### config.mk
export PLATFORM = sky130hd
export DESIGN_NAME = boot_rom
export DESIGN_NICKNAME = d
export VERILOG_FILES = /design/src/verilog/harness_pkg.sv /design/src/verilog/boot_rom.sv
export SDC_FILE = /design/constraint.sdc
export NUM_CORES = 1
export LEC_CHECK = 0
export BUFFER_PORTS_ARGS = -buffer_cell sky130_fd_sc_hd__buf_2
export CORE_AREA = 2 2 66 68
export DETAILED_ROUTE_END_ITERATION = 6
export DIE_AREA = 0 0 68 70
export GPL_ROUTABILITY_DRIVEN = 0
export GPL_TIMING_DRIVEN = 0
export PLACE_DENSITY = 0.66
export SKIP_LAST_GASP = 1
export SLEW_MARGIN = 20
export SYNTH_ARGS = -nofsm -noshare
export SYNTH_HDL_FRONTEND = slang
export SYNTH_SLANG_ARGS = --single-unit
### constraint.sdc
create_clock -name clk_i -period 1.5 [get_ports clk_i]
set_input_delay 0.225 -clock clk_i [delete_from_list [all_inputs] [get_ports clk_i]]
set_output_delay 0.225 -clock clk_i [all_outputs]
set_load 0.05 [all_outputs]
### src/verilog/harness_pkg.sv
/*
  Shared definitions for the SoC harness
  Bus and memory widths, address map and CLINT register offsets
  Boot ROM content signature and debug hold-off count
  Bus request and response structs, slave select enum
  Byte-enable merge helper
*/
package harness_pkg;

  // ------------------------------------------------------------
  // Widths
  // ------------------------------------------------------------
  localparam int unsigned AddrWidth      = 32;
  localparam int unsigned DataWidth      = 64;
  localparam int unsigned StrbWidth      = DataWidth / 8;
  localparam int unsigned WordOffsetBits = 3;

  localparam int unsigned RomWords    = 512;
  localparam int unsigned SramWords   = 1024;
  localparam int unsigned RomIdxBits  = $clog2(RomWords);
  localparam int unsigned SramIdxBits = $clog2(SramWords);

  typedef logic [AddrWidth-1:0] addr_t;
  typedef logic [DataWidth-1:0] data_t;
  typedef logic [StrbWidth-1:0] strb_t;

  // ------------------------------------------------------------
  // Address map
  // ------------------------------------------------------------
  localparam addr_t RomBase     = 32'h0001_0000;
  localparam addr_t RomLength   = 32'h0000_1000;
  localparam addr_t ClintBase   = 32'h0200_0000;
  localparam addr_t ClintLength = 32'h000C_0000;
  localparam addr_t SramBase    = 32'h8000_0000;
  localparam addr_t SramLength  = 32'h0000_2000;

  // Offsets of the 64-bit CLINT registers
  localparam addr_t MsipOffset     = 32'h0000_0000;
  localparam addr_t MtimecmpOffset = 32'h0000_4000;
  localparam addr_t MtimeOffset    = 32'h0000_BFF8;

  // Upper half of every ROM word
  localparam logic [31:0] RomSignature = 32'hB007_0000;

  localparam int unsigned DebugHoldoffCycles = 500;
  localparam int unsigned HoldoffCntWidth    = $clog2(DebugHoldoffCycles + 1);

  // ------------------------------------------------------------
  // Bus types
  // ------------------------------------------------------------
  typedef struct packed {
    logic  req;
    logic  we;
    addr_t addr;
    strb_t be;
    data_t wdata;
  } bus_req_t;

  typedef struct packed {
    logic  gnt;
    logic  rvalid;
    logic  err;
    data_t rdata;
  } bus_rsp_t;

  typedef enum logic [1:0] {
    SelNone,
    SelRom,
    SelSram,
    SelClint
  } slave_sel_e;

  // Replace the enabled bytes of a word
  function automatic data_t merge_bytes(data_t old_word, data_t new_word, strb_t be);
    data_t result;
    result = old_word;
    for (int i = 0; i < StrbWidth; i++) begin
      if (be[i]) begin
        result[i*8 +: 8] = new_word[i*8 +: 8];
      end
    end
    return result;
  endfunction

endpackage

### src/verilog/boot_rom.sv
/*
  Boot ROM
  Word i holds the signature in the upper half and i in the lower half,
  read data registered one cycle after the request, writes ignored
*/
`timescale 1ns/1ps

module boot_rom import harness_pkg::*; (
  input  logic     clk_i,
  input  bus_req_t req_i,
  output data_t    rdata_o
);

  logic [RomIdxBits-1:0] word_idx;
  data_t                 rom_word;
  data_t                 rdata_q;

  assign word_idx = req_i.addr[WordOffsetBits +: RomIdxBits];

  // Content rule
  always_comb begin
    rom_word        = '0;
    rom_word[63:32] = RomSignature;
    rom_word[31:0]  = 32'(word_idx);
  end

  always_ff @(posedge clk_i) begin
    if (req_i.req && !req_i.we) begin
      rdata_q <= rom_word;
    end
  end

  assign rdata_o = rdata_q;

endmodule

==> results.yml <==
sta:
  setup_tns_ps: 0
  finalCriticalPeriod_ps: 1030
  rsz0062_at_grt: "false"
  timing.final.hold_violations: 0
  finalCritPeriodShare_pct: 68.7
  finalSetupViolations: 0
  whs_ps: 176
  fmax_ghz: 0.971
  drv_slew: 0
place:
  place.port_buffers: 20
  dp_cells: 192
clock_network:
  cts_tree: "built"
  ctsResizeCount: 0
  holdBufCountCts: 0
  clock_path_buffers: 2
  h-tree-depth: 1
  root_buffer: "clkbuf_8"
  post_cts_buffers: 0
  numCtsBuffers: 3
  clock-sinks: 9
  clkTransAtPathRegs_ps: 40
min_path:
  hold_start: "req_i[80]"
  min_path_type: "in2reg"
  hold_depth: 1
  min_to: "rdata_o[5]"
synthesis:
  synth_cell_types: 4
  synth_warnings: 0
  yosys.area.top_type: "buf_4"
  synth_top_area_share_pct: 58.6
  avgSynthCellArea_um2: 10.5
  postSynthCellCount: 67
  synth.top_cells.by_area: "buf_4 59%, edfxtp_1 38%, nor2b_4 2.0%, conb_1 1.1%"
  netlist_area_um2: 704
  ys_ff_latch: 9
  yosysSeqAreaShare_pct: 38.4
routing:
  vias: 461
  drt-initial-drc-count: 0
  drc: 0
  drt_pass1_iterations: 1
  wl_per_cell_um: 5.24
  wl_mm: 1.03
  vias_per_cell: 2.35
  ant_nets: 0
global_routing:
  grt_overflow: 0
  grtUsageMet2_pct: 7.12
  grt.total_usage_pct: 3.31
  grt_pass1_vias: 339
  grtUsageMet3_pct: 1.29
  antenna_found_initial: 0
  met1_usage_pct: 1.89
  grt_max_degree: 10
  grt_pass1_wl_mm: 1.24
  top_usage_layer: "met2"
floorplan:
  die_h_um: 70
  pin_count: 171
  die_w_um: 68
  rows: 24
  start_util_pct: 17.0
  coreArea_mm2: 0.00414
  die-area_mm2: 0.00476
setup_path:
  critPathRequiredTime_ps: 1270
  arrival_ps: 810
  cp_slowest_cell: "edfxtp_1"
  crit_family: "flip-flops"
  critPathKind: "reg2out"
  path_cells: "buf_2"
  cpPeakStageDelay_ps: 360
  crit_path_start_kind: "flip-flop"
  path_max_fanout: 1
  crit_buf_inv: 1
  critPathCaptureType: "output port"
power:
  powerDensity_mw_per_mm2: 964
  internal_power_mw: 0.602
  seqPwrFrac_pct: 28.0
  p_leak_nw: 0.664
  power_frac_comb_pct: 47.5
  power_mw: 1.07
  p_sw_share_pct: 43.9
  vdd_ir_drop_max_mv: 0.158
  p_clk_share_pct: 24.5
  power_switching_mw: 0.472
final_layout:
  drive_above_1_share_pct: 54.9
  largest_reg_flops: 9
  utilization_pct: 26.9
  multi_input_area_um2: 220
  n_fill_cell: 448
  antenna_cells: 0
  layout.nets: 252
  area_growth_pct: 58.1
  seq_area_um2: 270
  final_cell_count_no_fill: 196
flow_run:
  drv_cap: 0
run_status:
  outcome: "finished clean"
-- logic make-up after synthesis --
logic type / share of synthesized area [%]
DFF: 38.4
other: 1.07
buffers and inverters: 58.6
and+or+nand+nor: 1.95
-- synthesized netlist by cell type --
| library cell | instances |
|---|---|
| buf_4 | 55 |
| conb_1 | 2 |
| edfxtp_1 | 9 |
| nor2b_4 | 1 |
-- worst max path at each step --
stage	cells after the start	to	slack, ps	from
2_1_floorplan	0	rdata_o[0]	670	rdata_o[0]
6_report	1	rdata_o[1]	470	rdata_o[1]
3_3_place_gp	2	rdata_o[0]	600	req_i[104]
4_1_cts	1	rdata_o[1]	450	rdata_o[1]
3_5_place_dp	2	rdata_o[5]	580	req_i[104]
5_1_grt	1	rdata_o[1]	430	rdata_o[1]
-- layout by cell type, fill, tap and decap left out --
cell and instances:
conb_1 55, buf_2 20, nor2b_4 1, edfxtp_1 9, clkbuf_8 3, clkbuf_1 1, buf_4 55
-- routing by layer --
metal | wire length, um | vias to the layer above
li1 | - | 251
met3 | 223 | 0
met5 | 0 | -
met2 | 529 | 47
met1 | 274 | 163
met4 | 0 | 0
-- area by class of cell --
| cell class | instances | area share (%) |
|---|---|---|
| plain buffers | 55 | 37.1 |
| clock buffers | 4 | 4.04 |
| multi-input cells | 56 | 19.8 |
| flip-flops and latches | 9 | 24.3 |
| well taps | 52 | 5.84 |
| repair buffers | 20 | 8.99 |
-- per-stage QoR --
step                      setup slack [ps]  area (um^2)
after global placement                 599         1070
after floorplan                        674          903
after detailed placement               585         1070
final                                  470         1110
after global routing                   434         1110
after CTS                              454         1110
-- power by group through the flow --
| stage | sequential [mW] | combinational [mW] | clock (mW) |
|---|---|---|---|
| after global placement | 0.303 | 0.503 | 0 |
| after CTS | 0.301 | 0.504 | 0.271 |
| after global routing | 0.302 | 0.529 | 0.278 |
| final | 0.300 | 0.510 | 0.263 |
| after detailed placement | 0.305 | 0.504 | 0 |
| after floorplan | 0.364 | 0.416 | 0 |
(Power assumes the default switching activity.)
