--- src/verilog/harness_pkg.sv ---
/*
  Shared definitions for the SoC harness
  Bus and memory widths, address map and CLINT register offsets
  Boot ROM content signature and debug hold-off count
  Bus request and response structs, slave select enum
  Byte-enable merge helper
*/
package harness_pkg;

  // ------------------------------------------------------------
  // Widths
  // ------------------------------------------------------------
  localparam int unsigned AddrWidth      = 32;
  localparam int unsigned DataWidth      = 64;
  localparam int unsigned StrbWidth      = DataWidth / 8;
  localparam int unsigned WordOffsetBits = 3;

  localparam int unsigned RomWords    = 512;
  localparam int unsigned SramWords   = 1024;
  localparam int unsigned RomIdxBits  = $clog2(RomWords);
  localparam int unsigned SramIdxBits = $clog2(SramWords);

  typedef logic [AddrWidth-1:0] addr_t;
  typedef logic [DataWidth-1:0] data_t;
  typedef logic [StrbWidth-1:0] strb_t;

  // ------------------------------------------------------------
  // Address map
  // ------------------------------------------------------------
  localparam addr_t RomBase     = 32'h0001_0000;
  localparam addr_t RomLength   = 32'h0000_1000;
  localparam addr_t ClintBase   = 32'h0200_0000;
  localparam addr_t ClintLength = 32'h000C_0000;
  localparam addr_t SramBase    = 32'h8000_0000;
  localparam addr_t SramLength  = 32'h0000_2000;

  // Offsets of the 64-bit CLINT registers
  localparam addr_t MsipOffset     = 32'h0000_0000;
  localparam addr_t MtimecmpOffset = 32'h0000_4000;
  localparam addr_t MtimeOffset    = 32'h0000_BFF8;

  // Upper half of every ROM word
  localparam logic [31:0] RomSignature = 32'hB007_0000;

  localparam int unsigned DebugHoldoffCycles = 500;
  localparam int unsigned HoldoffCntWidth    = $clog2(DebugHoldoffCycles + 1);

  // ------------------------------------------------------------
  // Bus types
  // ------------------------------------------------------------
  typedef struct packed {
    logic  req;
    logic  we;
    addr_t addr;
    strb_t be;
    data_t wdata;
  } bus_req_t;

  typedef struct packed {
    logic  gnt;
    logic  rvalid;
    logic  err;
    data_t rdata;
  } bus_rsp_t;

  typedef enum logic [1:0] {
    SelNone,
    SelRom,
    SelSram,
    SelClint
  } slave_sel_e;

  // Replace the enabled bytes of a word
  function automatic data_t merge_bytes(data_t old_word, data_t new_word, strb_t be);
    data_t result;
    result = old_word;
    for (int i = 0; i < StrbWidth; i++) begin
      if (be[i]) begin
        result[i*8 +: 8] = new_word[i*8 +: 8];
      end
    end
    return result;
  endfunction

endpackage

--- src/verilog/bus_demux.sv ---
/*
  Bus address decoder
  Steers the master request to boot ROM, SRAM or CLINT,
  tracks the slave of each transfer for one cycle and forms
  rvalid, err and read data, with an error for unmapped addresses
*/
`timescale 1ns/1ps

module bus_demux import harness_pkg::*; (
  input  logic     clk_i,
  input  logic     rst_ni,
  input  bus_req_t bus_req_i,
  output bus_rsp_t bus_rsp_o,
  output bus_req_t rom_req_o,
  output bus_req_t sram_req_o,
  output bus_req_t clint_req_o,
  input  data_t    rom_rdata_i,
  input  data_t    sram_rdata_i,
  input  data_t    clint_rdata_i
);

  slave_sel_e sel;
  slave_sel_e sel_q;
  logic       gnt;
  logic       valid_q;
  logic       we_q;
  data_t      rdata;

  function automatic logic in_region(addr_t addr, addr_t base, addr_t length);
    return (addr >= base) && ((addr - base) < length);
  endfunction

  // ------------------------------------------------------------
  // Decode and steering
  // ------------------------------------------------------------
  always_comb begin
    if (in_region(bus_req_i.addr, RomBase, RomLength)) begin
      sel = SelRom;
    end else if (in_region(bus_req_i.addr, SramBase, SramLength)) begin
      sel = SelSram;
    end else if (in_region(bus_req_i.addr, ClintBase, ClintLength)) begin
      sel = SelClint;
    end else begin
      sel = SelNone;
    end
  end

  // Every slave accepts at once so only reset holds off the grant
  assign gnt = bus_req_i.req & rst_ni;

  always_comb begin
    rom_req_o       = bus_req_i;
    sram_req_o      = bus_req_i;
    clint_req_o     = bus_req_i;
    rom_req_o.req   = gnt && (sel == SelRom);
    sram_req_o.req  = gnt && (sel == SelSram);
    clint_req_o.req = gnt && (sel == SelClint);
  end

  // ------------------------------------------------------------
  // Response tracking
  // ------------------------------------------------------------
  always_ff @(posedge clk_i or negedge rst_ni) begin
    if (!rst_ni) begin
      valid_q <= 1'b0;
      sel_q   <= SelNone;
      we_q    <= 1'b0;
    end else begin
      valid_q <= gnt;
      if (gnt) begin
        sel_q <= sel;
        we_q  <= bus_req_i.we;
      end
    end
  end

  // Writes and errors return zero data
  always_comb begin
    rdata = '0;
    if (valid_q && !we_q) begin
      case (sel_q)
        SelRom:   rdata = rom_rdata_i;
        SelSram:  rdata = sram_rdata_i;
        SelClint: rdata = clint_rdata_i;
        default:  rdata = '0;
      endcase
    end
  end

  assign bus_rsp_o.gnt    = gnt;
  assign bus_rsp_o.rvalid = valid_q;
  assign bus_rsp_o.err    = valid_q && (sel_q == SelNone);
  assign bus_rsp_o.rdata  = rdata;

endmodule

--- config.mk ---
export PLATFORM = sky130hd
export DESIGN_NAME = bus_demux
export DESIGN_NICKNAME = d
export VERILOG_FILES = /design/src/verilog/harness_pkg.sv /design/src/verilog/bus_demux.sv
export SDC_FILE = /design/constraint.sdc
export NUM_CORES = 1
export LEC_CHECK = 0
export BUFFER_PORTS_ARGS = -buffer_cell sky130_fd_sc_hd__clkbuf_2
export CORE_AREA = 8 8 262 264
export DETAILED_ROUTE_END_ITERATION = 16
export DIE_AREA = 0 0 270 272
export GPL_TIMING_DRIVEN = 1
export MAX_ROUTING_LAYER = met4
export PLACE_DENSITY = 0.3
export SLEW_MARGIN = 40
export SYNTH_ARGS = -nofsm -noshare
export SYNTH_HDL_FRONTEND = slang
export SYNTH_SLANG_ARGS = --single-unit
--- constraint.sdc ---
create_clock -name clk_i -period 2.98 [get_ports clk_i]
set_input_delay 0 -clock clk_i [delete_from_list [all_inputs] [get_ports clk_i]]
set_output_delay 0 -clock clk_i [all_outputs]
set_load 0.01 [all_outputs]
==> run_results.csv <==
group,metric,value,unit
power_and_ir_drop,vdd_drop_max,0.2053,mV
synth,avgSynthCellArea,7.360,um2
clock_network,postCtsSetupRepairBufs,0,
final_layout,layout-drive-gt1-share,0.6765,
clock_network,cts_buffers,3,
clock_network,path_clk_slew,0.03,ns
sta,min_period_over_period,0.7615,
final_layout,syn_to_final_growth,11.79,%
place,dpl.hpwl,17900,um
worst_setup_path,cp_data_arrival_time,2.27,ns
sta,skew,0,ns
global_route,antenna_found_initial,1,
final_layout,final_area,0.004887,mm2
global_route,grt_pass1_vias,4172,
floorplan,row_count,94,
final_layout,final_common_cell,"clkbuf_2",
sta,finalMaxSlewViolations,0,
floorplan,dieHeight,272,um
sta,setup_tns,0,ns
global_route,overflow,0,
clock_network,insertion_delay,0.22,ns
worst_setup_path,start_kind,"register",
clock_network,cts_num_sinks,4,
sta,hold_viol_final,0,
floorplan,fp.dieW,270,um
sta,rsz0062_at_grt,"false",
synth,synth-seq-area-share,0.02290,
power_and_ir_drop,power.leakage,2.125,nW
floorplan,core_area,0.06480,mm2
worst_setup_path,rr_worst_depth,3,
synth,synth_compound_area_frac,0.1251,
synth,syn-instance-count,594,
routing,viasPerCell,2.570,
sta,setup_violations,0,
routing,vias,3786,
sta,fin_crit,2.269,ns
run,drv_cap,0,
synth,synth_warnings,0,
routing,firstDrtPassIters,4,
global_route,grt_pass1_wl,28350,um
sta,worst_slew_pin_slew,0.7744,ns
worst_setup_path,crit_path_end_kind,"output pin",
final_layout,final_cell_mix,"348 x clkbuf_2, 74 x nor2_1, 64 x a22oi_1, 43 x mux2_2, 21 x mux2_1",
synth,synth_xor_area_frac,0.004007,
global_route,grt_max_degree,65,
sta,max_slew_margin,0.4837,
synth,yosys_register_bits,4,
worst_setup_path,critPathMaxFanout,31,
final_layout,num_antenna_cells,0,
worst_setup_path,path_class,"register to output pin",
place,globalplace.congestion,0.7930,
clock_network,clock_path_buffers,2,
routing,ant_nets,0,
clock_network,htreeDepth,1,
place,placed_area,0.004792,mm2
synth,syn_area,0.004372,mm2
sta,whs,0.000009793,ns
min_path,hp-class,"input pin to output pin",
synth,synth_top_family_by_area,"buffers and inverters",
floorplan,dieArea,0.07344,mm2
synth,synthesis.nets,896,
sta,max_freq,440.7,MHz
final_layout,final_nets,912,
synth,synth_simple_gate_area_frac,0.1010,
routing,wire_per_inst,14.03,um
clock_network,cts_resized,0,
routing,wl,20660,um
routing,drc_errors,0,
synth,synth_cell_types,35,
power_and_ir_drop,p_per_area,179.2,mW/mm2
worst_setup_path,crit_required,2.98,ns
global_route,grt.total_usage,0.05227,
min_path,whs_path_depth,0,
floorplan,start_util,0.06746,
floorplan,io_pins,685,
synth,synth_adder_area_share,0.005724,
synth,muxShareOfSynthArea,0.1671,
place,numPortBuffers,348,
clock_network,cts-root-buf,"clkbuf_16",
routing,drt_iter0_markers,79,
status,status,"finished clean",
clock_network,cts_tree,"done",
-- synth_stat cells --
cell type | instances | share of area
nor2_1 | 74 | 0.064
o21a_1 | 1 | 0.0017
nor4_1 | 2 | 0.0029
o211ai_2 | 1 | 0.0029
o21ai_1 | 1 | 0.0011
or4_4 | 1 | 0.0026
nand4b_1 | 1 | 0.0020
mux2i_1 | 1 | 0.0023
or4b_4 | 1 | 0.0031
nand2_1 | 5 | 0.0043
buf_2 | 5 | 0.0057
nor2b_4 | 1 | 0.0031
or2_0 | 1 | 0.0014
mux2_2 | 43 | 0.11
nor2b_1 | 1 | 0.0014
a22oi_1 | 64 | 0.11
inv_1 | 5 | 0.0043
buf_4 | 317 | 0.54
buf_1 | 8 | 0.0069
ha_1 | 2 | 0.0057
mux2_1 | 21 | 0.054
a31oi_1 | 1 | 0.0014
nor4_2 | 1 | 0.0029
nand2_2 | 1 | 0.0014
o211ai_1 | 1 | 0.0017
xor2_1 | 1 | 0.0020
dfrtp_1 | 4 | 0.023
xnor2_1 | 1 | 0.0020
nor3b_1 | 1 | 0.0017
o21ai_0 | 3 | 0.0034
clkbuf_1 | 15 | 0.013
nand2b_1 | 2 | 0.0029
nor3_1 | 3 | 0.0034
a211oi_2 | 1 | 0.0029
nand4_1 | 3 | 0.0043
-- per-stage QoR --
stage	std cells	total power [W]	util	setup slack, ns
3_3_place_gp	1468	0.0006780	0.07395	0.8675
3_5_place_dp	1468	0.0006779	0.07395	0.8933
6_report	1473	0.0008758	0.07541	0.7109
4_1_cts	1473	0.0008994	0.07532	0.6502
5_1_grt	1473	0.0009440	0.07541	0.5593
2_1_floorplan	594	0.0007656	-	1.530
-- power breakdown --
| group | switching, W | internal (W) |
|---|---|---|
| clock network | 0.0000387 | 0.000177 |
| registers | 0.0000172 | 0.0000596 |
| logic | 0.000290 | 0.000294 |
| total | 0.000346 | 0.000530 |
-- worst max-delay path, cell delays in order, from the launching register on --
cell and delay [ns]:
dfrtp_4 0.64, buf_4 0.47, mux2_1 0.46, a22oi_1 0.17, nor2_1 0.07, clkbuf_2 0.15
-- path summary, 6_finish.rpt --
| kind | start | to | slack (ns) |
|---|---|---|---|
| worst max register to register | sel_q[0]$_DFFE_PN0P_ | sel_q[0]$_DFFE_PN0P_ | 2.02 |
| worst min register to register | we_q$_DFFE_PN0P_ | we_q$_DFFE_PN0P_ | 0.57 |
| worst max-delay path | sel_q[1]$_DFFE_PN0P_ | bus_rsp_o[34] | 0.71 |
| worst min-delay path | bus_req_i[80] | sram_req_o[80] | 0.00001 |
| max in group asynchronous | rst_ni | sel_q[0]$_DFFE_PN0P_ | 2.67 |
| min in group asynchronous | rst_ni | sel_q[1]$_DFFE_PN0P_ | 0.14 |
-- layout make-up --
type                            count  area [um2]
Tap cell                          864        1081
Multi-Input combinational cell    240        1784
Sequential cell                     4       107.6
Inverter                            5       18.77
Timing Repair Buffer              356        1817
Fill cell                        7690       59920
Clock buffer                        4       78.83
-- metal layers --
metal / track usage / wire (um) / vias up
met4: 0.01941 / 812 / 0
li1: - / - / 1700
met3: 0.02552 / 2542 / 64
met2: 0.09327 / 10380 / 384
met1: 0.04816 / 6929 / 1638
met5: - / 0 / -
-- registers in the layout, indices dropped and copies added (netlist names) --
signal   cells
sel_q        2
valid_q      1
we_q         1
-- logic make-up (layout without fill, tap and decap cells) --
group,after synthesis,after routing
and+or+nand+nor,98,98
DFF,4,4
AOI/OAI and AO/OA,73,73
buffers and inverters,350,365
adders and majority gates,2,2
muxes,65,65
xor gates and xnor gates,2,2
-- what timing repair did --
| action | CTS | global route |
|---|---|---|
| hold buffers | 1 | 0 |
| endpoints found under the setup margin | 0 | 0 |
| hold endpoints to repair | 4 | 0 |
Power figures use the tool's default switching activity.
