[config.mk]
export PLATFORM = sky130hd
export DESIGN_NAME = clint_timer
export DESIGN_NICKNAME = d
export VERILOG_FILES = /design/src/verilog/harness_pkg.sv /design/src/verilog/clint_timer.sv
export SDC_FILE = /design/constraint.sdc
export NUM_CORES = 1
export LEC_CHECK = 0
export BUFFER_PORTS_ARGS = -buffer_cell sky130_fd_sc_hd__buf_2
export CORE_ASPECT_RATIO = 1.5
export CORE_MARGIN = 8
export CORE_UTILIZATION = 30
export DETAILED_ROUTE_END_ITERATION = 12
export MAX_ROUTING_LAYER = met4
export SETUP_SLACK_MARGIN = 0.3
export SYNTH_ARGS = -nofsm -noshare
export SYNTH_HDL_FRONTEND = slang
export SYNTH_SLANG_ARGS = --single-unit
[constraint.sdc]
create_clock -name clk_i -period 3.05 [get_ports clk_i]
set_input_delay 0.4575 -clock clk_i [delete_from_list [all_inputs] [get_ports clk_i]]
set_output_delay 0.4575 -clock clk_i [all_outputs]
set_load 0.01 [all_outputs]
[src/verilog/harness_pkg.sv]
/*
  Shared definitions for the SoC harness
  Bus and memory widths, address map and CLINT register offsets
  Boot ROM content signature and debug hold-off count
  Bus request and response structs, slave select enum
  Byte-enable merge helper
*/
package harness_pkg;

  // ------------------------------------------------------------
  // Widths
  // ------------------------------------------------------------
  localparam int unsigned AddrWidth      = 32;
  localparam int unsigned DataWidth      = 64;
  localparam int unsigned StrbWidth      = DataWidth / 8;
  localparam int unsigned WordOffsetBits = 3;

  localparam int unsigned RomWords    = 512;
  localparam int unsigned SramWords   = 1024;
  localparam int unsigned RomIdxBits  = $clog2(RomWords);
  localparam int unsigned SramIdxBits = $clog2(SramWords);

  typedef logic [AddrWidth-1:0] addr_t;
  typedef logic [DataWidth-1:0] data_t;
  typedef logic [StrbWidth-1:0] strb_t;

  // ------------------------------------------------------------
  // Address map
  // ------------------------------------------------------------
  localparam addr_t RomBase     = 32'h0001_0000;
  localparam addr_t RomLength   = 32'h0000_1000;
  localparam addr_t ClintBase   = 32'h0200_0000;
  localparam addr_t ClintLength = 32'h000C_0000;
  localparam addr_t SramBase    = 32'h8000_0000;
  localparam addr_t SramLength  = 32'h0000_2000;

  // Offsets of the 64-bit CLINT registers
  localparam addr_t MsipOffset     = 32'h0000_0000;
  localparam addr_t MtimecmpOffset = 32'h0000_4000;
  localparam addr_t MtimeOffset    = 32'h0000_BFF8;

  // Upper half of every ROM word
  localparam logic [31:0] RomSignature = 32'hB007_0000;

  localparam int unsigned DebugHoldoffCycles = 500;
  localparam int unsigned HoldoffCntWidth    = $clog2(DebugHoldoffCycles + 1);

  // ------------------------------------------------------------
  // Bus types
  // ------------------------------------------------------------
  typedef struct packed {
    logic  req;
    logic  we;
    addr_t addr;
    strb_t be;
    data_t wdata;
  } bus_req_t;

  typedef struct packed {
    logic  gnt;
    logic  rvalid;
    logic  err;
    data_t rdata;
  } bus_rsp_t;

  typedef enum logic [1:0] {
    SelNone,
    SelRom,
    SelSram,
    SelClint
  } slave_sel_e;

  // Replace the enabled bytes of a word
  function automatic data_t merge_bytes(data_t old_word, data_t new_word, strb_t be);
    data_t result;
    result = old_word;
    for (int i = 0; i < StrbWidth; i++) begin
      if (be[i]) begin
        result[i*8 +: 8] = new_word[i*8 +: 8];
      end
    end
    return result;
  endfunction

endpackage

[src/verilog/clint_timer.sv]
/*
  CLINT-style timer
  rtc_i synchronizer and rising edge detect driving mtime
  mtime, mtimecmp and msip registers with byte-enable writes
  Registered reads, timer interrupt and software interrupt
*/
`timescale 1ns/1ps

module clint_timer import harness_pkg::*; (
  input  logic     clk_i,
  input  logic     rst_ni,
  input  logic     rtc_i,
  input  bus_req_t req_i,
  output data_t    rdata_o,
  output logic     timer_irq_o,
  output logic     ipi_o
);

  logic [1:0] rtc_sync_q;
  logic       rtc_prev_q;
  logic       rtc_rise;

  addr_t offset;
  addr_t word_offset;
  logic  sel_msip;
  logic  sel_mtimecmp;
  logic  sel_mtime;

  data_t mtime_q;
  data_t mtimecmp_q;
  data_t msip_q;
  data_t rdata_q;

  // ------------------------------------------------------------
  // RTC edge detect
  // ------------------------------------------------------------
  always_ff @(posedge clk_i or negedge rst_ni) begin
    if (!rst_ni) begin
      rtc_sync_q <= 2'b00;
      rtc_prev_q <= 1'b0;
    end else begin
      rtc_sync_q <= {rtc_sync_q[0], rtc_i};
      rtc_prev_q <= rtc_sync_q[1];
    end
  end

  assign rtc_rise = rtc_sync_q[1] & ~rtc_prev_q;

  // ------------------------------------------------------------
  // Register decode
  // ------------------------------------------------------------
  assign offset       = req_i.addr - ClintBase;
  assign word_offset  = {offset[AddrWidth-1:WordOffsetBits], {WordOffsetBits{1'b0}}};
  assign sel_msip     = (word_offset == MsipOffset);
  assign sel_mtimecmp = (word_offset == MtimecmpOffset);
  assign sel_mtime    = (word_offset == MtimeOffset);

  always_ff @(posedge clk_i or negedge rst_ni) begin
    if (!rst_ni) begin
      mtime_q    <= '0;
      mtimecmp_q <= '1;
      msip_q     <= '0;
    end else begin
      // Bus write wins over the tick
      if (req_i.req && req_i.we && sel_mtime) begin
        mtime_q <= merge_bytes(mtime_q, req_i.wdata, req_i.be);
      end else if (rtc_rise) begin
        mtime_q <= mtime_q + 1'b1;
      end
      if (req_i.req && req_i.we && sel_mtimecmp) begin
        mtimecmp_q <= merge_bytes(mtimecmp_q, req_i.wdata, req_i.be);
      end
      if (req_i.req && req_i.we && sel_msip) begin
        msip_q <= merge_bytes(msip_q, req_i.wdata, req_i.be);
      end
    end
  end

  always_ff @(posedge clk_i) begin
    if (req_i.req && !req_i.we) begin
      if (sel_mtime) begin
        rdata_q <= mtime_q;
      end else if (sel_mtimecmp) begin
        rdata_q <= mtimecmp_q;
      end else if (sel_msip) begin
        rdata_q <= msip_q;
      end else begin
        rdata_q <= '0;
      end
    end
  end

  assign rdata_o     = rdata_q;
  assign timer_irq_o = (mtime_q >= mtimecmp_q);
  assign ipi_o       = msip_q[0];

endmodule

==> flow_metrics.env <==
export IMPL_arrival_ns=2.94
export IMPL_dp_hpwl_um=30000
export IMPL_critical_path_max_stage_delay_ns=0.54
export IMPL_placed_cell_area_um2=15600
export IMPL_holdPathStages=2
export IMPL_path_cells="inv_1 > ha_4 > a21oi_2 > o21ai_1 > a2111oi_2 > o211ai_1 > a211oi_1 > buf_4 > o221ai_4 > buf_6"
export IMPL_holdCritStartpoint="req_i[30]"
export IMPL_leakagePower_nw=7.13
export IMPL_hold_class="in2reg"
export IMPL_violations="negative setup slack"
export IMPL_insertion_delay_ns=0.54
export IMPL_powerDensity_nw_per_um2=454
export IMPL_crit_end="timer_irq_o"
export IMPL_first_pass_iters=5
export IMPL_area_growth_pct=21.6
export IMPL_ant_nets=0
export IMPL_clock_sinks=259
export IMPL_grt_start_max_net_pins=69
export IMPL_post_route_period_util_pct=111
export IMPL_timing_rr_end="mtime_q[46]"
export IMPL_tightestPinTransition_ns=0.784
export IMPL_dieArea_um2=52900
export IMPL_nets=1616
export IMPL_max_vdd_ir_drop_v=0.000346
export IMPL_slew_violations=0
export IMPL_start_util_pct=30.2
export IMPL_crit_slowest_cell="dfstp_2"
export IMPL_vias=10600
export IMPL_cts_buffers=27
export IMPL_whs_ns=0.153
export IMPL_syn_area_per_cell_um2=11.2
export IMPL_r2r_start="mtime_q[10]"
export IMPL_die_width_um=191
export IMPL_synth_edf_count=64
export IMPL_drc=0
export IMPL_dp_cells=1996
export IMPL_tritoncts="built"
export IMPL_slew_headroom_pct=47.7
export IMPL_rows=96
export IMPL_track_usage_pct=15.7
export IMPL_wl_um=40800
export IMPL_synthDistinctLibCells=72
export IMPL_drive_gt1_share_pct=34.5
export IMPL_io_buffers=171
export IMPL_fill_cells=4548
export IMPL_crit_type="reg2out"
export IMPL_cts_clk_slew_worst_paths_ns=0.07
export IMPL_crit_required_ns=2.59
export IMPL_synth_area_um2=13700
export IMPL_rsz0062_at_grt="yes"
export IMPL_fin_ws_ns=-0.343
export IMPL_antenna_found_initial=10
export IMPL_finalSetupViolCount=1
export IMPL_reg2regPathDepth=7
export IMPL_via_per_inst=5.13
export IMPL_worst_setup_path_end_kind="output pin"
export IMPL_post_route_min_period_ns=3.39
export IMPL_fmax_mhz=295
export IMPL_status="finished, violations left"
export IMPL_coreArea_um2=45400
export IMPL_finalHoldViolations=0
export IMPL_seq_area_frac_synth_pct=50.2
export IMPL_synth_fp_nets=1396
export IMPL_io_pins=175
export IMPL_drt_iter0_drc=480
export IMPL_synth_seq_cells=259
export IMPL_place_congestion=0.879
export IMPL_die_y_um=278
export IMPL_setup_worst_path_start_class="register"
export IMPL_synthArstFlopShare_pct=75.3
export IMPL_path_max_fanout=3
export IMPL_instances_no_fill=2060
export IMPL_htree_levels=1
export IMPL_cap_violations=0
export IMPL_yosys_most_used_dff="dfrtp_1"
export IMPL_startpoint="mtimecmp_q[11]"
export IMPL_first_global_vias=11400
export IMPL_grt_first_pass_wirelength_um=63700
export IMPL_reg2reg_slack_ns=0.56
export IMPL_finClkSkew_ns=0.0111
export IMPL_yosysWarnings=0
export IMPL_root_buffer="clkbuf_16"
export IMPL_cts_buffer_depth=3
export IMPL_finalInstanceArea_um2=16700
export IMPL_grt_overflow_total=0
export IMPL_detail_route_wl_per_cell_um=19.8
export IMPL_synthCells=1222
[synth_stat cells, types with 3 or more instances]
library cell / n / area, µm²
o22ai_1: 4 / 25.0
mux2_2: 120 / 1350
inv_1: 78 / 293
and4_1: 10 / 87.6
mux2_1: 8 / 90.1
nor4_1: 8 / 50.1
ha_1: 65 / 813
a21o_1: 8 / 60.1
a31oi_1: 3 / 18.8
a311oi_1: 25 / 219
nor3_1: 23 / 115
clkbuf_1: 27 / 101
a211oi_1: 32 / 240
or3_1: 3 / 18.8
or4_1: 3 / 22.5
o31ai_1: 3 / 22.5
nor2b_1: 5 / 31.3
nand2_4: 8 / 90.1
o21a_1: 4 / 30.0
buf_2: 8 / 40.0
dfrtp_1: 131 / 3280
edfxtp_1: 64 / 1920
o211ai_1: 19 / 143
nand3_1: 26 / 130
and2_1: 9 / 56.3
nand2_1: 124 / 465
o21ai_0: 83 / 415
and3_1: 19 / 119
dfstp_2: 64 / 1680
mux2i_1: 65 / 651
a221oi_1: 3 / 26.3
nand4_1: 24 / 150
o311ai_0: 11 / 96.3
a211o_1: 4 / 35.0
nor2_1: 60 / 225
a21oi_1: 22 / 110
and3_2: 3 / 22.5
[how the worst min path moves through the flow]
| stage | to | slack [ns] |
|---|---|---|
| floorplan | msip_q[0] | 0.16 |
| global placement | rtc_sync_q[1] | 0.34 |
| detailed placement | rtc_sync_q[1] | 0.37 |
| CTS | msip_q[31] | 0.13 |
| global route | msip_q[23] | 0.15 |
| finish | mtime_q[30] | 0.15 |
[worst max-delay path: cells and delay by family, from the launching register on]
kind / cells / cell delay [ns]
DFF: 1 / 0.54
adders and majority gates: 1 / 0.23
buffers and inverters: 3 / 0.41
AOI/OAI and AO/OA: 6 / 1.22
[per-stage QoR]
stage | utilization (%) | setup slack, ns | TNS, ns | total power, mW
global route | 36.7 | -0.464 | -0.464 | 7.87
CTS | 36.5 | -0.332 | -0.332 | 7.65
finish | 36.7 | -0.343 | -0.343 | 7.57
global placement | 34.4 | -0.103 | -0.103 | 4.41
detailed placement | 34.4 | -0.0526 | -0.0526 | 4.43
floorplan | - | 0.482 | 0 | 4.05
[power by group]
group | internal (mW) | leakage, nW | switching (mW)
registers | 3.65 | 2.98 | 0.0775
clock network | 1.80 | 0.406 | 1.37
logic | 0.287 | 3.74 | 0.393
total | 5.73 | 7.13 | 1.84
[flip-flops by register name, summed over array words and instances, names as in the netlist]
signal / count
rtc_prev_q: 1
mtimecmp_q: 64
rtc_sync_q: 2
msip_q: 64
rdata_o: 64
mtime_q: 64
[final cells by class]
class	instances	area [µm²]	area share [%]
repair buffers	232	1390	8.31
diodes	10	25.0	0.150
clock inverters	13	119	0.713
clock buffers	36	709	4.25
flip-flops and latches	259	6880	41.3
well taps	588	736	4.41
inverters	78	293	1.76
multi-input cells	844	6530	39.1
[metal layers]
| layer | vias to the layer above | wire [µm] | part of all wire, % | track usage [%] |
|---|---|---|---|---|
| li1 | 5004 | - | - | - |
| met3 | 78 | 1720 | 4.2 | 2.35 |
| met1 | 5259 | 15700 | 38 | 16.4 |
| met2 | 231 | 22100 | 54 | 28.9 |
| met5 | - | 0 | 0 | - |
| met4 | 0 | 1310 | 3.2 | 6.16 |
[logic make-up (layout without fill, tap and decap cells)]
logic type | count (synthesis) | after routing | share of synthesized area, %
simple gates | 347 | 347 | 13.3
flops | 259 | 259 | 50.2
compound gates | 238 | 238 | 11.6
mux | 193 | 193 | 15.3
buf+inv | 119 | 359 | 3.57
fa+ha+maj | 65 | 65 | 5.93
xor+xnor | 1 | 1 | 0.0639
other cells | 0 | 10 | 0
[placed cells by master, fill, tap and decap left out, drive strengths merged, types with 3 or more instances in the layout]
cell type / Yosys / routed
mux2: 128 / 128
a211oi: 32 / 32
nor2b: 5 / 5
buf: 11 / 229
o21a: 4 / 4
nand2: 132 / 132
and3: 22 / 22
a221oi: 3 / 3
o211ai: 19 / 19
a311oi: 25 / 25
mux2i: 65 / 65
nand3: 26 / 26
dfrtp: 131 / 131
o311ai: 11 / 11
clkinv: 0 / 10
and2: 11 / 11
a31oi: 3 / 3
clkbuf: 29 / 37
and4: 12 / 12
inv: 78 / 78
nor2: 60 / 60
or4: 3 / 3
nand4: 25 / 25
o21ai: 83 / 83
ha: 65 / 65
o31ai: 3 / 3
nor4: 12 / 12
nor3: 25 / 25
a21oi: 22 / 22
dfstp: 64 / 64
a21o: 8 / 8
edfxtp: 64 / 64
a211o: 5 / 5
o22ai: 4 / 4
diode: 0 / 10
or3: 4 / 4
[what timing repair did]
| action | in CTS | in global routing |
|---|---|---|
| hold buffers | 2 | 0 |
| pin swaps | 12 | 10 |
| setup endpoints to repair | 1 | 1 |
| setup buffers | 3 | 0 |
| resized for setup | 16 | 9 |
| endpoints found under the hold margin | 43 | 0 |
| gates cloned | 0 | 0 |
Power figures use the tool's default switching activity.
