### src/verilog/harness_pkg.sv
/*
  Shared definitions for the SoC harness
  Bus and memory widths, address map and CLINT register offsets
  Boot ROM content signature and debug hold-off count
  Bus request and response structs, slave select enum
  Byte-enable merge helper
*/
package harness_pkg;

  // ------------------------------------------------------------
  // Widths
  // ------------------------------------------------------------
  localparam int unsigned AddrWidth      = 32;
  localparam int unsigned DataWidth      = 64;
  localparam int unsigned StrbWidth      = DataWidth / 8;
  localparam int unsigned WordOffsetBits = 3;

  localparam int unsigned RomWords    = 512;
  localparam int unsigned SramWords   = 1024;
  localparam int unsigned RomIdxBits  = $clog2(RomWords);
  localparam int unsigned SramIdxBits = $clog2(SramWords);

  typedef logic [AddrWidth-1:0] addr_t;
  typedef logic [DataWidth-1:0] data_t;
  typedef logic [StrbWidth-1:0] strb_t;

  // ------------------------------------------------------------
  // Address map
  // ------------------------------------------------------------
  localparam addr_t RomBase     = 32'h0001_0000;
  localparam addr_t RomLength   = 32'h0000_1000;
  localparam addr_t ClintBase   = 32'h0200_0000;
  localparam addr_t ClintLength = 32'h000C_0000;
  localparam addr_t SramBase    = 32'h8000_0000;
  localparam addr_t SramLength  = 32'h0000_2000;

  // Offsets of the 64-bit CLINT registers
  localparam addr_t MsipOffset     = 32'h0000_0000;
  localparam addr_t MtimecmpOffset = 32'h0000_4000;
  localparam addr_t MtimeOffset    = 32'h0000_BFF8;

  // Upper half of every ROM word
  localparam logic [31:0] RomSignature = 32'hB007_0000;

  localparam int unsigned DebugHoldoffCycles = 500;
  localparam int unsigned HoldoffCntWidth    = $clog2(DebugHoldoffCycles + 1);

  // ------------------------------------------------------------
  // Bus types
  // ------------------------------------------------------------
  typedef struct packed {
    logic  req;
    logic  we;
    addr_t addr;
    strb_t be;
    data_t wdata;
  } bus_req_t;

  typedef struct packed {
    logic  gnt;
    logic  rvalid;
    logic  err;
    data_t rdata;
  } bus_rsp_t;

  typedef enum logic [1:0] {
    SelNone,
    SelRom,
    SelSram,
    SelClint
  } slave_sel_e;

  // Replace the enabled bytes of a word
  function automatic data_t merge_bytes(data_t old_word, data_t new_word, strb_t be);
    data_t result;
    result = old_word;
    for (int i = 0; i < StrbWidth; i++) begin
      if (be[i]) begin
        result[i*8 +: 8] = new_word[i*8 +: 8];
      end
    end
    return result;
  endfunction

endpackage

### src/verilog/debug_holdoff.sv
/*
  Debug request hold-off
  Blocks the debug request for DebugHoldoffCycles clocks
  after power-on reset, then passes it through
*/
`timescale 1ns/1ps

module debug_holdoff import harness_pkg::*; (
  input  logic clk_i,
  input  logic rst_ni,
  input  logic debug_req_i,
  output logic debug_req_o
);

  logic [HoldoffCntWidth-1:0] holdoff_cnt_q;

  // Counts down once and parks at zero
  always_ff @(posedge clk_i or negedge rst_ni) begin
    if (!rst_ni) begin
      holdoff_cnt_q <= HoldoffCntWidth'(DebugHoldoffCycles);
    end else if (holdoff_cnt_q != '0) begin
      holdoff_cnt_q <= holdoff_cnt_q - 1'b1;
    end
  end

  assign debug_req_o = (holdoff_cnt_q == '0) & debug_req_i;

endmodule

### config.mk
export PLATFORM = sky130hd
export DESIGN_NAME = debug_holdoff
export DESIGN_NICKNAME = d
export VERILOG_FILES = /design/src/verilog/harness_pkg.sv /design/src/verilog/debug_holdoff.sv
export SDC_FILE = /design/constraint.sdc
export NUM_CORES = 1
export LEC_CHECK = 0
export BUFFER_PORTS_ARGS = -buffer_cell sky130_fd_sc_hd__buf_2
export CORE_MARGIN = 2
export CORE_UTILIZATION = 30
export CTS_CLUSTER_SIZE = 12
export DETAILED_ROUTE_END_ITERATION = 10
export PLACE_DENSITY_LB_ADDON = 0.2
export SYNTH_ARGS = -nofsm -noshare
export SYNTH_HDL_FRONTEND = slang
export SYNTH_SLANG_ARGS = --single-unit
### constraint.sdc
create_clock -name clk_i -period 1.92 [get_ports clk_i]
set_input_delay 0.48 -clock clk_i [delete_from_list [all_inputs] [get_ports clk_i]]
set_output_delay 0.48 -clock clk_i [all_outputs]
set_load 0.005 [all_outputs]
==> flow_summary.toml, run 1 <==
[global_routing]
grt_pass1_vias = 332
grt_max_degree = 10
grt-ovfl-total = 0
grt_pass1_wl_microns = 1330
use_met1_pct = 11.2
antenna_found_initial = 0
use_met3_pct = 1.72
gr-max-usage-layer = "met2"
use_met2_pct = 16.3
grt_usage_pct = 10.2

[floorplan]
die_w_microns = 42.5
die_y_microns = 42.5
rows = 13
ios = 4
die-area_sq_mm = 0.00180
core_sq_mm = 0.00135
start_util_pct = 32.9

[cells_and_area]
nNetsFinal = 56
drive_above_1_share_pct = 47.1
fillers = 128
area_delta_synth_final_pct = 23.7
largestRegisters = "holdoff_cnt_q: 9 flops"
multi_input_area_sq_um = 205
n_antenna_cell = 0
largest_reg_flops = 9
register_area_sq_um = 233
regMostFlops = "holdoff_cnt_q"

[power_and_ir_drop]
clkPwrFrac_pct = 41.9
max-vdd-ir-drop_mv = 0.222
leakage_nw = 0.260
p_int_w = 0.000275
p_switching_w = 0.0000687
p_comb_share_pct = 2.7
seq_power_share_pct = 55.4
swShare_pct = 20.0
p_total_w = 0.000344
powerDensity_mw_per_mm2 = 626

[worst_setup_path]
crit_path_max_fanout = 3
crit_slowest_cell = "or4_4"
cp.arrival_ns = 1.61
timing.rr.start = "holdoff_cnt_q[4]"
crit_path_end_kind = "output port"
max_stage_delay_ns = 0.54
reg2reg_slack_ns = 0.33
required_ns = 1.44
cp.depth = 4
reg2reg_depth = 5
critPathTopFamily = "simple AND/OR/NAND/NOR gates"
cp_cell_sequence = "or4_4 > nor4_4 > and2_4 > buf_6"
timing.rr.end = "holdoff_cnt_q[1]"
crit_buf_inv = 1
cp-start-kind = "register"
crit_type = "reg -> out"

[timing]
post-route-period-util_pct = 109
slew_violations = 0
hold_violations = 0
finClkSkew_ns = 0.00195
max_freq_ghz = 0.478
slew_headroom_pct = 84.6
finalCriticalPeriod_ns = 2.09
layout_setup_ws_ns = -0.174
setup_violations = 1
max_slew.worst_pin.slew_ns = 0.230
rsz0062_at_grt = "true"
hold_ws_ns = 0.0598

[yosys]
yosysSeqAreaShare_pct = 52.4
syn_inst = 39
ys_ff_latch = 9
synth_edf_count = 0
synthFlopType = "dfstp_2"
yosysWarnings = 0
mappedNetlistArea_sq_um = 444
avgSynthCellArea_sq_um = 11.4
syn_nets = 43
yosysUniqueCellTypes = 20
async_reset_ff_share_pct = 100

[clocking]
clk_latency_ns = 0.26
clockBufferDepth = 2
cts_hold_buf = 0
cts.sinks = 9
cts.clk_slew.worst_paths_ns = 0.06
cts_tree = "done"
root_buffer = "clkbuf_4"
htree_levels = 1
cts_buffers = 3

[placed_design]
place.gp.congestion = 0.718
hpwl_microns = 594
portBuffers = 3

[hold_path]
min_path_type = "in -> async"

[drt]
vias = 316
first_pass_iters = 3
ant_nets = 0
wl_per_cell_microns = 11.4
drc = 0
drt-initial-drc-count = 5
avgViaCountPerCell = 4.79
wl_microns = 752

[run_status]
status = "finished, violations left"
violations = "setup timing"

[run]
cap_violations = 0
==> cell type report <==
type	instances	area share, %
clock buffer	4	4.78
inverter	2	1.37
multi-input combinational	28	37.4
sequential	9	42.4
tap	15	3.42
timing repair buffer	8	10.7
==> how the worst max path moves through the flow <==
stage                             end             start
final                     debug_req_o  holdoff_cnt_q[4]
after detailed placement  debug_req_o  holdoff_cnt_q[3]
after global routing      debug_req_o  holdoff_cnt_q[4]
after floorplan           debug_req_o  holdoff_cnt_q[3]
after CTS                 debug_req_o  holdoff_cnt_q[4]
after global placement    debug_req_o  holdoff_cnt_q[3]
==> layer usage <==
metal	vias to the layer above	part of all wire, %
met5	-	0
met4	0	0
met3	0	3.2
met2	3	49
met1	149	47
li1	164	-
==> power groups by stage <==
| stage | Sequential, W | Clock (W) | Combinational (W) |
|---|---|---|---|
| final | 0.000190 | 0.000144 | 0.00000927 |
| after global routing | 0.000190 | 0.000164 | 0.0000105 |
| after CTS | 0.000190 | 0.000152 | 0.00000973 |
| after detailed placement | 0.000193 | 0 | 0.00000753 |
| after global placement | 0.000193 | 0 | 0.00000736 |
| after floorplan | 0.000193 | 0 | 0.00000116 |
==> cells in the mapped netlist (2+ instances only) <==
cell type	count	area share (%)
nor3_1	2	2.3
nand2b_1	2	2.8
o21ai_0	6	6.8
nor2_1	2	1.7
o31ai_1	2	3.4
dfstp_2	6	35
or3_1	2	2.8
dfrtp_1	3	17
or2_2	2	2.8
inv_1	2	1.7
==> placed cells by master (no fill, tap or decap), types with 3 or more instances in the layout <==
master / n
o21ai_0: 6
clkbuf_4: 3
dfrtp_1: 3
buf_4: 5
dfstp_2: 6
==> metrics by stage <==
stage	instances	setup TNS [ns]	worst slack, ns	cell area [sq um]	util, %
2_1_floorplan	39	-0.0298	-0.0298	444	-
3_3_place_gp	61	0	0.0410	508	37.6
3_5_place_dp	61	-0.0119	-0.0119	508	37.6
4_1_cts	66	-0.192	-0.192	549	40.7
5_1_grt	66	-0.253	-0.253	549	40.7
6_report	66	-0.174	-0.174	549	40.7
==> logic make-up (layout without fill, tap and decap cells) <==
logic type | Yosys count | in the layout | share of synthesized area (%)
XOR/XNOR | 1 | 1 | 1.97
multiplexers | 2 | 2 | 4.79
AO/OA/AOI/OAI | 10 | 10 | 14.1
flip-flops | 9 | 9 | 52.4
AND/OR/NAND/NOR | 14 | 14 | 22.3
adder cells (fa/ha/maj) | 1 | 1 | 2.82
buffers and inverters | 2 | 14 | 1.69
==> what timing repair did <==
| item | 4_1_cts | 5_1_grt |
|---|---|---|
| endpoints found under the setup margin | 1 | 1 |
| resized for setup | 2 | 0 |
| pin swaps | 3 | 0 |
| buffers inserted | 1 | 0 |
No activity file was read; power rests on OpenSTA's default activity.
==> run 2, diff against run 1 <==
--- a/config.mk
+++ b/config.mk
@@ -6,10 +6,11 @@
 export NUM_CORES = 1
 export LEC_CHECK = 0
 export BUFFER_PORTS_ARGS = -buffer_cell sky130_fd_sc_hd__buf_2
-export CORE_MARGIN = 2
-export CORE_UTILIZATION = 30
+export CORE_AREA = 2 2 39 41
 export CTS_CLUSTER_SIZE = 12
 export DETAILED_ROUTE_END_ITERATION = 10
+export DIE_AREA = 0 0 41 43
+export MAX_ROUTING_LAYER = met4
 export PLACE_DENSITY_LB_ADDON = 0.2
 export SYNTH_ARGS = -nofsm -noshare
 export SYNTH_HDL_FRONTEND = slang
==> flow_summary.toml, run 2 (synthesized netlist as in run 1, its figures left out) <==
[timing]
setup_violations = 1
max_slew.worst_pin.slew_ns = 0.256
post-route-period-util_pct = 109
slew_headroom_pct = 82.8
finalCriticalPeriod_ns = 2.09
hold_violations = 0
finClkSkew_ns = 0.00297
layout_setup_ws_ns = -0.170
slew_violations = 0
rsz0062_at_grt = "true"
max_freq_ghz = 0.479

[floorplan]
core_sq_mm = 0.00138
die-area_sq_mm = 0.00176
rows = 14
start_util_pct = 32.1
die_y_microns = 43
die_w_microns = 41
ios = 4

[worst_setup_path]
crit_path_end_kind = "output port"
max_stage_delay_ns = 0.55
critPathTopFamily = "simple AND/OR/NAND/NOR gates"
required_ns = 1.44
crit_type = "reg -> out"
crit_start = "holdoff_cnt_q[4]"
timing.rr.end = "holdoff_cnt_q[1]"
crit_path_max_fanout = 3
cp-start-kind = "register"
crit_end = "debug_req_o"
crit_slowest_cell = "or4_4"
cp.arrival_ns = 1.61
cp_cell_sequence = "or4_4 > nor4_4 > and2_4 > buf_6"
cp.depth = 4
timing.rr.start = "holdoff_cnt_q[4]"
reg2reg_depth = 5
crit_buf_inv = 1
reg2reg_slack_ns = 0.29

[cells_and_area]
area_delta_synth_final_pct = 23.9
utilization_pct = 39.8
fillers = 150
drive_above_1_share_pct = 47.1
nNetsFinal = 56
largestRegisters = "holdoff_cnt_q: 9 flops"
final_cells = 67
layout_common_cells = "o21ai_0 (6), dfstp_2 (6), buf_4 (5), clkbuf_4 (3), dfrtp_1 (3)"
regMostFlops = "holdoff_cnt_q"
largest_reg_flops = 9
n_antenna_cell = 0

[power_and_ir_drop]
max-vdd-ir-drop_mv = 0.384
powerDensity_mw_per_mm2 = 616
leakage_nw = 0.260

[clocking]
cts_hold_buf = 0
cts_buffers = 3
clk_latency_ns = 0.25
clockBufferDepth = 2
cts_tree = "done"
cts.sinks = 9
root_buffer = "clkbuf_4"
htree_levels = 1
cts.clk_slew.worst_paths_ns = 0.06

[drt]
wl_microns = 790
first_pass_iters = 4
wl_per_cell_microns = 11.8
drt-initial-drc-count = 6
drc = 0
vias = 334
avgViaCountPerCell = 4.99
ant_nets = 0

[global_routing]
grt_pass1_vias = 363
grt_usage_pct = 12.8
grt-ovfl-total = 0
antenna_found_initial = 0
grt_max_degree = 10
grt_pass1_wl_microns = 1480

[placed_design]
post-place-cells = 62
portBuffers = 3
place.gp.congestion = 0.812
hpwl_microns = 598

[run]
cap_violations = 0

[run_status]
status = "finished, violations left"
violations = "setup timing"

[hold_path]
min_path_type = "in -> async"
run 2: cell counts in the layout (fill, tap and decap cells not counted):
Identical to the previous run, type by type.
run 2: layout make-up:
class | count | area [sq um] | area share [%]
Sequential cell | 9 | 233 | 42.3
Inverter | 2 | 7.51 | 1.36
Clock buffer | 4 | 26.3 | 4.77
Multi-Input combinational cell | 28 | 205 | 37.3
Timing Repair Buffer | 8 | 58.8 | 10.7
Tap cell | 16 | 20.0 | 3.64
run 2: how the worst min path moves through the flow:
stage | cells past startpoint | slack (ns) | endpoint | startpoint
floorplan | 0 | 0.18 | holdoff_cnt_q[0] | rst_ni
global placement | 1 | 0.33 | holdoff_cnt_q[0] | rst_ni
detailed placement | 1 | 0.34 | holdoff_cnt_q[3] | rst_ni
CTS | 1 | 0.07 | holdoff_cnt_q[0] | rst_ni
global route | 1 | 0.06 | holdoff_cnt_q[0] | rst_ni
finish | 1 | 0.06 | holdoff_cnt_q[0] | rst_ni
run 2: through the flow:
step / setup slack [ns] / TNS, ns / hold WS (ns) / total power, W / cell area (sq um)
floorplan: -0.0298 / -0.0298 / 0.184 / 0.000194 / 444
global placement: 0.0222 / 0 / 0.334 / 0.000201 / 509
detailed placement: 0.00718 / 0 / 0.340 / 0.000201 / 509
CTS: -0.172 / -0.172 / 0.0684 / 0.000344 / 551
global route: -0.242 / -0.242 / 0.0626 / 0.000360 / 551
finish: -0.170 / -0.170 / 0.0648 / 0.000339 / 551
run 2: report_power, final:
group | total (W) | switching, W | leakage, nW | internal (W)
clock | 0.000139 | 0.0000594 | 0.0150 | 0.0000797
sequential | 0.000190 | 0 | 0.104 | 0.000190
combinational | 0.00000943 | 0.00000470 | 0.141 | 0.00000473
run 2: repair_timing:
action / 4_1_cts / 5_1_grt
pin swaps: 3 / 0
setup endpoints to repair: 1 / 1
gates resized for setup: 2 / 0
buffers inserted: 1 / 0
run 2: layer usage:
metal  vias to the layer above  routed length, microns  global-route usage, %
met4                         0                       0                   4.00
met1                       168                     334                   14.4
li1                        164                       -                      -
met3                         0                      20                   3.14
met2                         2                     436                   21.3
met5                         -                       0                      -
